--- src/design/align_pkg.sv ---
`default_nettype none

package align_pkg;

    localparam int SCORE_W = 12;
    localparam int IDX_W = 8;

    typedef logic signed [SCORE_W-1:0] score_t;
    typedef logic [IDX_W-1:0] idx_t;
    // A C G T, then N
    typedef logic [2:0] nt_t;

    localparam nt_t NT_N = 3'd4;
    localparam score_t NEG_INF = -12'sd1024;
    localparam score_t SCORE_MAX = 12'sd2047;

    typedef struct packed {
        score_t match;
        score_t mismatch;
        score_t n_score;
        score_t gap_open;
        score_t gap_extend;
    } score_params_t;

    // one column travelling down the array
    typedef struct packed {
        logic   valid;
        nt_t    nt;
        idx_t   ref_idx;
        score_t h;
        score_t f;
    } pe_link_t;

    typedef struct packed {
        logic   valid;
        score_t score;
        idx_t   ref_idx;
        idx_t   query_idx;
    } ad_entry_t;

    typedef struct packed {
        score_t max_score;
        idx_t   ref_end;
        idx_t   query_end;
        logic   xdropped;
    } align_result_t;

    // floor at NEG_INF, clamp on the top side as well
    function automatic score_t sat_add(score_t a, score_t b);
        logic signed [SCORE_W:0] sum;
        sum = a + b;
        if (sum < NEG_INF) begin
            return NEG_INF;
        end
        if (sum > SCORE_MAX) begin
            return SCORE_MAX;
        end
        return sum[SCORE_W-1:0];
    endfunction

    function automatic score_t smax(score_t a, score_t b);
        return (a > b) ? a : b;
    endfunction

    // H(k,0) of the left and top borders, H(0,0) is 0
    function automatic score_t boundary_h(score_params_t p, int unsigned k);
        score_t h;
        h = '0;
        if (k > 0) begin
            h = p.gap_open;
            for (int unsigned n = 1; n < k; n++) begin
                h = sat_add(h, p.gap_extend);
            end
        end
        return h;
    endfunction

endpackage

`default_nettype wire

--- src/design/pe_cell.sv ---
`timescale 1ns/1ps
`default_nettype none

module pe_cell #(
    parameter int PE_IDX = 0
) (
    input  wire                          clk,
    input  wire                          rst,
    input  wire                          clear,
    input  wire                          load,
    input  wire align_pkg::nt_t          query_nt,
    input  wire align_pkg::score_params_t params,
    input  wire align_pkg::pe_link_t     link_in,
    output align_pkg::pe_link_t          link_out,
    output align_pkg::ad_entry_t         entry
);

    align_pkg::nt_t    q_nt;
    logic              active;
    // H(i,j-1), E(i,j-1) and H(i-1,j-1) of this row
    align_pkg::score_t h_left;
    align_pkg::score_t e_left;
    align_pkg::score_t h_diag;

    align_pkg::score_t sub;
    align_pkg::score_t e_new;
    align_pkg::score_t f_new;
    align_pkg::score_t h_new;

    always_comb begin
        if (q_nt == align_pkg::NT_N || link_in.nt == align_pkg::NT_N) begin
            sub = params.n_score;
        end else if (q_nt == link_in.nt) begin
            sub = params.match;
        end else begin
            sub = params.mismatch;
        end
        // horizontal gap from the left neighbour cell
        e_new = align_pkg::smax(align_pkg::sat_add(h_left, params.gap_open),
                                align_pkg::sat_add(e_left, params.gap_extend));
        // vertical gap from the row above
        f_new = align_pkg::smax(align_pkg::sat_add(link_in.h, params.gap_open),
                                align_pkg::sat_add(link_in.f, params.gap_extend));
        h_new = align_pkg::smax(align_pkg::sat_add(h_diag, sub),
                                align_pkg::smax(e_new, f_new));
    end

    always_ff @(posedge clk) begin
        if (rst || clear) begin
            active <= 1'b0;
            link_out.valid <= 1'b0;
        end else begin
            if (load) begin
                active <= 1'b1;
            end
            link_out.valid <= link_in.valid;
        end

        if (load) begin
            q_nt <= query_nt;
            // left border of row PE_IDX+1
            h_left <= align_pkg::boundary_h(params, PE_IDX + 1);
            e_left <= align_pkg::NEG_INF;
            h_diag <= align_pkg::boundary_h(params, PE_IDX);
        end else if (link_in.valid) begin
            h_left <= h_new;
            e_left <= e_new;
            h_diag <= link_in.h;
            link_out.nt <= link_in.nt;
            link_out.ref_idx <= link_in.ref_idx;
            link_out.h <= h_new;
            link_out.f <= f_new;
        end
    end

    // rows without a query character never report
    assign entry = '{
        valid:     active && link_out.valid,
        score:     link_out.h,
        ref_idx:   link_out.ref_idx,
        query_idx: align_pkg::idx_t'(PE_IDX + 1)
    };

endmodule

`default_nettype wire

--- src/design/pe_array.sv ---
`timescale 1ns/1ps
`default_nettype none

module pe_array #(
    parameter int NUM_PE = 8
) (
    input  wire                          clk,
    input  wire                          rst,
    input  wire                          clear,
    input  wire                          query_load,
    input  wire align_pkg::nt_t          query_nt,
    input  wire align_pkg::score_params_t params,
    input  wire align_pkg::pe_link_t     ref_in,
    output align_pkg::ad_entry_t         ad_entries [NUM_PE]
);

    align_pkg::score_params_t params_q;
    align_pkg::score_t        top_h;
    align_pkg::pe_link_t      top_link;
    align_pkg::pe_link_t      links [NUM_PE];
    // last loaded PE, all zero before the first query character
    logic [NUM_PE-1:0]        load_sel;
    logic [NUM_PE-1:0]        load_next;

    assign load_next = (load_sel == '0) ? NUM_PE'(1) : (load_sel << 1);

    always_ff @(posedge clk) begin
        if (rst || clear) begin
            load_sel <= '0;
        end else if (query_load) begin
            load_sel <= load_next;
        end
    end

    // scores are taken with start, the top row H(0,j) runs along the stream
    always_ff @(posedge clk) begin
        if (clear) begin
            params_q <= params;
            top_h <= params.gap_open;
        end else if (ref_in.valid) begin
            top_h <= align_pkg::sat_add(top_h, params_q.gap_extend);
        end
    end

    always_comb begin
        top_link = ref_in;
        top_link.h = top_h;
        top_link.f = align_pkg::NEG_INF;
    end

    genvar i;
    generate
        for (i = 0; i < NUM_PE; i++) begin : g_pe
            align_pkg::pe_link_t link_in;

            if (i == 0) begin : g_first
                assign link_in = top_link;
            end else begin : g_next
                assign link_in = links[i-1];
            end

            pe_cell #(
                .PE_IDX(i)
            ) u_cell (
                .clk(clk),
                .rst(rst),
                .clear(clear),
                .load(query_load && load_next[i]),
                .query_nt(query_nt),
                .params(params_q),
                .link_in(link_in),
                .link_out(links[i]),
                .entry(ad_entries[i])
            );
        end
    endgenerate

endmodule

`default_nettype wire

--- src/design/max_tree.sv ---
`timescale 1ns/1ps
`default_nettype none

module max_tree #(
    parameter int NUM_PE = 8
) (
    input  wire                   clk,
    input  wire                   rst,
    input  wire align_pkg::ad_entry_t entries [NUM_PE],
    output align_pkg::ad_entry_t  best
);

    localparam int LEVELS = $clog2(NUM_PE);
    localparam int LEAVES = 1 << LEVELS;

    // valid beats invalid, then higher score, then lower query index
    function automatic align_pkg::ad_entry_t pick(align_pkg::ad_entry_t a,
                                                  align_pkg::ad_entry_t b);
        if (!a.valid) begin
            return b;
        end
        if (!b.valid) begin
            return a;
        end
        if (a.score != b.score) begin
            return (a.score > b.score) ? a : b;
        end
        return (a.query_idx <= b.query_idx) ? a : b;
    endfunction

    genvar l, k;
    generate
        for (l = 0; l <= LEVELS; l++) begin : g_lvl
            align_pkg::ad_entry_t v [LEAVES >> l];

            for (k = 0; k < (LEAVES >> l); k++) begin : g_node
                if (l == 0 && k < NUM_PE) begin : g_leaf
                    assign v[k] = entries[k];
                end else if (l == 0) begin : g_pad
                    assign v[k] = '0;
                end else begin : g_cmp
                    assign v[k] = pick(g_lvl[l-1].v[2*k], g_lvl[l-1].v[2*k+1]);
                end
            end
        end
    endgenerate

    always_ff @(posedge clk) begin
        if (rst) begin
            best <= '0;
        end else begin
            best <= g_lvl[LEVELS].v[0];
        end
    end

endmodule

`default_nettype wire

--- src/design/align_ctrl.sv ---
`timescale 1ns/1ps
`default_nettype none

module align_ctrl #(
    parameter int NUM_PE = 8,
    parameter int MAX_REF_LEN = 64
) (
    input  wire                        clk,
    input  wire                        rst,
    input  wire                        start,
    input  wire align_pkg::idx_t       ref_len,
    input  wire align_pkg::idx_t       query_len,
    input  wire align_pkg::score_t     xdrop,
    output logic                       query_rd_en,
    output align_pkg::idx_t            query_addr,
    output logic                       query_load,
    output logic                       ref_rd_en,
    output align_pkg::idx_t            ref_addr,
    output logic                       ref_valid,
    output logic                       array_clear,
    input  wire align_pkg::ad_entry_t  ad_best,
    output logic                       busy,
    output logic                       done,
    output align_pkg::align_result_t   result
);

    typedef enum logic [2:0] {
        IDLE,
        LOAD_QUERY,
        STREAM_REF,
        DRAIN,
        DONE
    } state_t;

    state_t                            state;
    align_pkg::idx_t                   q_len;
    align_pkg::idx_t                   r_len;
    align_pkg::idx_t                   q_eff;
    align_pkg::idx_t                   r_eff;
    align_pkg::score_t                 xdrop_q;
    logic [align_pkg::IDX_W:0]         ad_cnt;
    logic [align_pkg::IDX_W:0]         ad_last;
    logic signed [align_pkg::SCORE_W:0] ad_reach;
    logic                              accept;
    logic                              ad_take;
    logic                              x_hit;
    logic                              ad_better;

    assign busy = (state != IDLE) && (state != DONE);
    assign done = (state == DONE);
    assign accept = start && !busy;
    assign array_clear = accept;

    // lengths beyond the array or the reference limit are cut
    assign q_eff = (query_len > align_pkg::idx_t'(NUM_PE)) ?
                   align_pkg::idx_t'(NUM_PE) : query_len;
    assign r_eff = (ref_len > align_pkg::idx_t'(MAX_REF_LEN)) ?
                   align_pkg::idx_t'(MAX_REF_LEN) : ref_len;

    // anti-diagonals only count once the reference is on its way
    assign ad_take = ad_best.valid && (state == STREAM_REF || state == DRAIN);
    assign ad_reach = ad_best.score + xdrop_q;
    assign x_hit = ad_reach < result.max_score;
    assign ad_better = ad_best.score >= result.max_score;

    always_ff @(posedge clk) begin
        if (accept) begin
            q_len <= q_eff;
            r_len <= r_eff;
            xdrop_q <= xdrop;
            // anti-diagonals 2 .. q+r, counted from zero
            ad_last <= {1'b0, q_eff} + {1'b0, r_eff} - 2'd2;
        end
    end

    always_ff @(posedge clk) begin
        if (rst) begin
            state <= IDLE;
            query_rd_en <= 1'b0;
            query_addr <= '0;
            query_load <= 1'b0;
            ref_rd_en <= 1'b0;
            ref_addr <= '0;
            ref_valid <= 1'b0;
            ad_cnt <= '0;
            result <= '0;
        end else begin
            // memories answer one cycle after the read
            query_load <= query_rd_en;
            ref_valid <= ref_rd_en;

            case (state)
                IDLE, DONE: begin
                    state <= IDLE;
                    if (accept) begin
                        state <= LOAD_QUERY;
                        query_rd_en <= 1'b1;
                        query_addr <= '0;
                        ad_cnt <= '0;
                        // best so far is H(0,0) = 0
                        result <= '0;
                    end
                end
                LOAD_QUERY: begin
                    query_addr <= query_addr + 1'b1;
                    if (query_addr == q_len - 1'b1) begin
                        query_rd_en <= 1'b0;
                        ref_rd_en <= 1'b1;
                        ref_addr <= '0;
                        state <= STREAM_REF;
                    end
                end
                STREAM_REF: begin
                    // address runs one ahead, so it equals the 1-based column on data
                    ref_addr <= ref_addr + 1'b1;
                    if (ref_addr == r_len - 1'b1) begin
                        ref_rd_en <= 1'b0;
                        state <= DRAIN;
                    end
                end
                DRAIN: begin
                    state <= DRAIN;
                end
                default: begin
                    state <= IDLE;
                end
            endcase

            if (ad_take) begin
                ad_cnt <= ad_cnt + 1'b1;
                if (x_hit) begin
                    // stop the stream, the rest in flight is dropped
                    result.xdropped <= 1'b1;
                    ref_rd_en <= 1'b0;
                    state <= DONE;
                end else begin
                    if (ad_better) begin
                        result.max_score <= ad_best.score;
                        result.ref_end <= ad_best.ref_idx;
                        result.query_end <= ad_best.query_idx;
                    end
                    if (ad_cnt == ad_last) begin
                        state <= DONE;
                    end
                end
            end
        end
    end

endmodule

`default_nettype wire

--- src/design/xdrop_aligner.sv ---
`timescale 1ns/1ps
`default_nettype none

module xdrop_aligner #(
    parameter int NUM_PE = 8,
    parameter int MAX_REF_LEN = 64
) (
    input  wire                           clk,
    input  wire                           rst,
    input  wire                           start,
    input  wire align_pkg::idx_t          ref_len,
    input  wire align_pkg::idx_t          query_len,
    input  wire align_pkg::score_params_t params,
    input  wire align_pkg::score_t        xdrop,
    output logic                          query_rd_en,
    output align_pkg::idx_t               query_addr,
    input  wire align_pkg::nt_t           query_data,
    output logic                          ref_rd_en,
    output align_pkg::idx_t               ref_addr,
    input  wire align_pkg::nt_t           ref_data,
    output logic                          busy,
    output logic                          done,
    output align_pkg::align_result_t      result
);

    logic                 query_load;
    logic                 ref_valid;
    logic                 array_clear;
    align_pkg::pe_link_t  ref_in;
    align_pkg::ad_entry_t ad_entries [NUM_PE];
    align_pkg::ad_entry_t ad_best;

    // column j enters with its 1-based index, scores come from the array
    assign ref_in = '{
        valid:   ref_valid,
        nt:      ref_data,
        ref_idx: ref_addr,
        h:       align_pkg::NEG_INF,
        f:       align_pkg::NEG_INF
    };

    align_ctrl #(
        .NUM_PE(NUM_PE),
        .MAX_REF_LEN(MAX_REF_LEN)
    ) u_ctrl (
        .clk(clk),
        .rst(rst),
        .start(start),
        .ref_len(ref_len),
        .query_len(query_len),
        .xdrop(xdrop),
        .query_rd_en(query_rd_en),
        .query_addr(query_addr),
        .query_load(query_load),
        .ref_rd_en(ref_rd_en),
        .ref_addr(ref_addr),
        .ref_valid(ref_valid),
        .array_clear(array_clear),
        .ad_best(ad_best),
        .busy(busy),
        .done(done),
        .result(result)
    );

    pe_array #(
        .NUM_PE(NUM_PE)
    ) u_array (
        .clk(clk),
        .rst(rst),
        .clear(array_clear),
        .query_load(query_load),
        .query_nt(query_data),
        .params(params),
        .ref_in(ref_in),
        .ad_entries(ad_entries)
    );

    max_tree #(
        .NUM_PE(NUM_PE)
    ) u_tree (
        .clk(clk),
        .rst(rst),
        .entries(ad_entries),
        .best(ad_best)
    );

endmodule

`default_nettype wire

--- config.mk ---
export PLATFORM = sky130hd
export DESIGN_NAME = xdrop_aligner
export DESIGN_NICKNAME = d
export VERILOG_FILES = /design/src/design/align_pkg.sv /design/src/design/pe_cell.sv /design/src/design/pe_array.sv /design/src/design/max_tree.sv /design/src/design/align_ctrl.sv /design/src/design/xdrop_aligner.sv
export SDC_FILE = /design/constraint.sdc
export NUM_CORES = 2
export LEC_CHECK = 0
export ABC_AREA = 0
export BUFFER_PORTS_ARGS = -buffer_cell sky130_fd_sc_hd__buf_4
export CAP_MARGIN = 20
export CORE_ASPECT_RATIO = 2
export CORE_UTILIZATION = 66
export CTS_BUF_LIST = sky130_fd_sc_hd__clkbuf_4 sky130_fd_sc_hd__clkbuf_8 sky130_fd_sc_hd__clkbuf_16
export DETAILED_ROUTE_END_ITERATION = 7
export PLACE_DENSITY = 0.9
export SLEW_MARGIN = 20
export SYNTH_ARGS = -nofsm -noshare
export SYNTH_HDL_FRONTEND = slang
export SYNTH_SLANG_ARGS = --single-unit
--- constraint.sdc ---
create_clock -name clk -period 23.6 [get_ports clk]
set_input_delay 3.54 -clock clk [delete_from_list [all_inputs] [get_ports clk]]
set_output_delay 3.54 -clock clk [all_outputs]
set_load 0.05 [all_outputs]
==> results of run 1 <==
synth_stat cells (156+ instances only):
| library cell | instances | area, um^2 |
|---|---|---|
| nand2_1 | 773 | 2900 |
| mux2i_1 | 322 | 3220 |
| a21o_1 | 250 | 1880 |
| ha_1 | 1097 | 13700 |
| clkbuf_1 | 206 | 773 |
| a211oi_1 | 156 | 1170 |
| edfxtp_1 | 578 | 17400 |
| nor2_1 | 881 | 3310 |
| a21oi_1 | 778 | 3890 |
| o21ai_0 | 614 | 3070 |
| dfxtp_1 | 218 | 4360 |
| xnor2_1 | 273 | 2390 |
| inv_1 | 588 | 2210 |
| o21a_1 | 249 | 1870 |
| nand3_1 | 191 | 956 |
stage by stage:
step	util	instances	hold slack (ns)	cell area, um^2
after floorplan	-	9505	0.420	81100
after detailed placement	0.692	11100	0.431	84200
after CTS	0.715	11200	0.451	86900
after global placement	0.692	11100	0.427	84200
cell families after synthesis:
kind of cell | share of synthesized area
other | 0.0000927
xor gates and xnor gates | 0.0457
and+or+nand+nor | 0.158
buffers and inverters | 0.0415
AOI/OAI and AO/OA | 0.251
DFF | 0.268
adders and majority gates | 0.181
muxes | 0.0548
layer usage:
metal / track usage / overflow
met5: 0.0689 / 0
met4: 0.802 / 77
met3: 0.408 / 0
met2: 0.945 / 121
met1: 0.634 / 0
==> results.ini, run 1 <==
[run_status]
outcome=did not finish
lastStage=5_1_grt
stop_error=[ERROR GRT-0116] Global routing finished with congestion. Check the congestion regions in the DRC Viewer.

[clocking]
cts_hold_buf=0
cts_max_level=3
cts_buffers=79
cts_root_buf=clkbuf_16
cts_resized=0
cts_setup_buffers=0
cts.sinks=796
clockBufferDepth=3

[global_route]
grt_usage=0.680
grt_pass1_vias=87700
grt_overflow_total=198
grt_pass1_wl_um=620000
grt_max_degree=71

[synthesis]
synth_cell_types=107
avgSynthCellArea_um2=8.53
synth_edf_count=578
seq_area_frac_synth=0.268
ys_async_sr_fraction=0
ys_ff_latch=796
syn_inst=9497
yosysWarnings=0
ys.flop_type=edfxtp_1
syn_area_um2=81100

[floorplanning]
num_io_pins=146
rows=181
die_y_um=498
die_w_um=250
start_util=0.667

[place]
io_buffer_count=145
dp_hpwl_um=281000
gp_congestion=1.19
dp_slack_ns=3.11

==> run 2, diff against run 1 <==
Settings changed: CORE_ASPECT_RATIO 2 to default, CORE_UTILIZATION 66 to 40, CTS_BUF_LIST sky130_fd_sc_hd__clkbuf_4 sky130_fd_sc_hd__clkbuf_8 sky130_fd_sc_hd__clkbuf_16 to default, PLACE_DENSITY 0.9 to default, PLACE_DENSITY_LB_ADDON from default to 0.15.
==> run 2 against run 1 <==
  * The flow now finishes without violations
  * Synthesized cell count stayed put
  * Synthesized area unchanged
==> results.ini, run 2 <==
[cells_and_area]
fillers=19700
final_cell_area_um2=88900
layout.cells.most_common=ha_1
drive_above_1_share=0.0710
largest_register_ffs=160
syn_to_final_growth_pct=9.63
mostFrequentLayoutCells=ha_1 (1,097), nor2_1 (880), a21oi_1 (777)
nNetsFinal=10800

[timing]
max_freq_ghz=0.0482
tightest_slew_ns=1.17
maxSlewViolCount=0
tns_ns=0
setup_viol=0
finalHoldViolations=0
slew_headroom=0.222
finClkSkew_ns=0.0714
finalCriticalPeriod_ns=20.76
rsz0062_at_grt=no
hold_ws_ns=0.449
period_share=0.880
setup_ws_ns=2.84

[floorplanning]
start_util=0.404
core_um2=200000
rows=164
die_area_um2=204000
die_y_um=452
num_io_pins=146
die_w_um=452

[global_route]
grt_pass1_vias=70000
grt_antenna_before_repair=23
grt_pass1_wl_um=458000
grt_overflow_total=0
grt_usage=0.298
grt_max_degree=67

[setup_path]
worst_path_max_delay_cell=a2111oi_0
crit_fanout=24
max_stage_delay_ns=0.78
path_class=register to register
rrSetupSlack_ns=2.84
crit_family=compound AO/OA/AOI/OAI gates
cp-start-kind=register
regToRegEndpoint=u_array.g_pe[7].u_cell.h_left[0]
critPathArrivalTime_ns=21.36
ff2ff_path_depth=76
worstReg2RegStart=u_array.params_q[13]
worst-path-buf-inv=7
endpoint_kind=register
crit_required_ns=24.20

[clocking]
cts_root_buf=clkbuf_16
cts.sinks=796
clockBufferDepth=3
cts_setup_buffers=0
cts_max_level=3
cts_hold_buf=0
cts_tree=built
clk_pin_slew_ns=0.07
worstSkewPairLatency_ns=0.79
cts_resized=0
cts_buffers=100

[place]
place_area_um2=85300
io_buffer_count=145
dp_hpwl_um=242000
dp_slack_ns=3.33
gp_congestion=0.975

[power_and_ir_drop]
ir_drop_mv=0.334
p_per_area_nw_per_um2=152
p_total_w=0.0135
p_leak_nw=38.1

[synthesis]
yosysMostFrequentCell=ha_1
synth_top_area_frac=0.214
avgSynthCellArea_um2=8.53
syn_area_um2=81100
seq_area_frac_synth=0.268
ys_ff_latch=796
ys.flop_type=edfxtp_1
ys_async_sr_fraction=0
syn_inst=9497
ys_top_cells_by_area=edfxtp_1 (21%), ha_1 (17%), dfxtp_1 (5.4%), a21oi_1 (4.8%), nor2_1 (4.1%)
synth.largest_area_cell=edfxtp_1
yosysWarnings=0
synth_cell_types=107
synth_edf_count=578
synth_common_cells=ha_1 (1,097), nor2_1 (881), a21oi_1 (778)

[min_path]
worstHoldStart=u_array.g_pe[1].u_cell.entry[13]
hold_path_end=u_array.g_pe[2].u_cell.entry[13]
hold_path.class=register to register
whs_path_depth=0

[drt]
via_per_inst=6.07
drt_iter0_drc=7403
dr.pass1.iters=6
drc=0
drt_wl_total_um=315000
drt.antenna.violating_nets=0
wl_per_cell_um=25.5
num_vias=74900

[run_status]
outcome=finished clean

[flow_run]
maxCapViolCount=0

-- run 2: cell counts after synthesis --
No cell type changed its count.
-- run 2: how the worst max path moves through the flow --
stage                               from                                to  slack, ns  cells after the start
global route        u_array.params_q[13]  u_array.g_pe[7].u_cell.h_left[7]       1.31                     76
floorplan            u_array.params_q[1]  u_array.g_pe[7].u_cell.h_left[7]       6.29                     75
detailed placement  u_array.params_q[13]  u_array.g_pe[7].u_cell.h_left[0]       3.33                     76
finish              u_array.params_q[13]  u_array.g_pe[7].u_cell.h_left[0]       2.84                     76
global placement    u_array.params_q[13]  u_array.g_pe[7].u_cell.h_left[3]       3.51                     76
CTS                 u_array.params_q[13]  u_array.g_pe[7].u_cell.h_left[0]       3.12                     76
-- run 2: cell families (layout without fill, tap and decap cells) --
group,Yosys count,in the layout,share of synthesized area
compound gates,3079,3079,0.251
xor+xnor,423,423,0.0457
fa+ha+maj,1146,1146,0.181
buf+inv,879,1053,0.0415
flops,796,796,0.268
mux,430,430,0.0548
other cells,2,16,0.0000927
simple gates,2742,2742,0.158
-- run 2: metrics by stage --
stage / utilization / instances
after global routing: 0.443 / 12300
after CTS: 0.443 / 12300
after detailed placement: 0.426 / 12100
after floorplan: - / 9505
final: 0.443 / 12300
after global placement: 0.426 / 12100
-- run 2: routing by layer --
layer,track usage,routed length (um),vias up
li1,-,-,35700
met5,0,7,-
met4,0.145,17400,2
met3,0.0352,19500,611
met2,0.476,141000,2643
met1,0.398,137000,36000
-- run 2: report_power, final --
group | total, W | leakage, nW | switching (W) | internal [W]
Combinational | 0.0101 | 29.4 | 0.00625 | 0.00382
Clock | 0.00165 | 1.69 | 0.000716 | 0.000938
Sequential | 0.00177 | 7.02 | 0.0000384 | 0.00173
Total | 0.0135 | 38.1 | 0.00700 | 0.00649
-- run 2: layout make-up --
type / instances / area [um^2] / share of cell area
inverters: 597 / 2240 / 0.0252
clock buffers: 121 / 2710 / 0.0304
multi-input cells: 7830 / 56100 / 0.631
flip-flops and latches: 796 / 21700 / 0.244
repair buffers: 267 / 2020 / 0.0228
diodes: 6 / 15.0 / 0.000169
well taps: 2656 / 3320 / 0.0374
clock inverters: 68 / 769 / 0.00866
No activity file was read; power rests on OpenSTA's default activity.
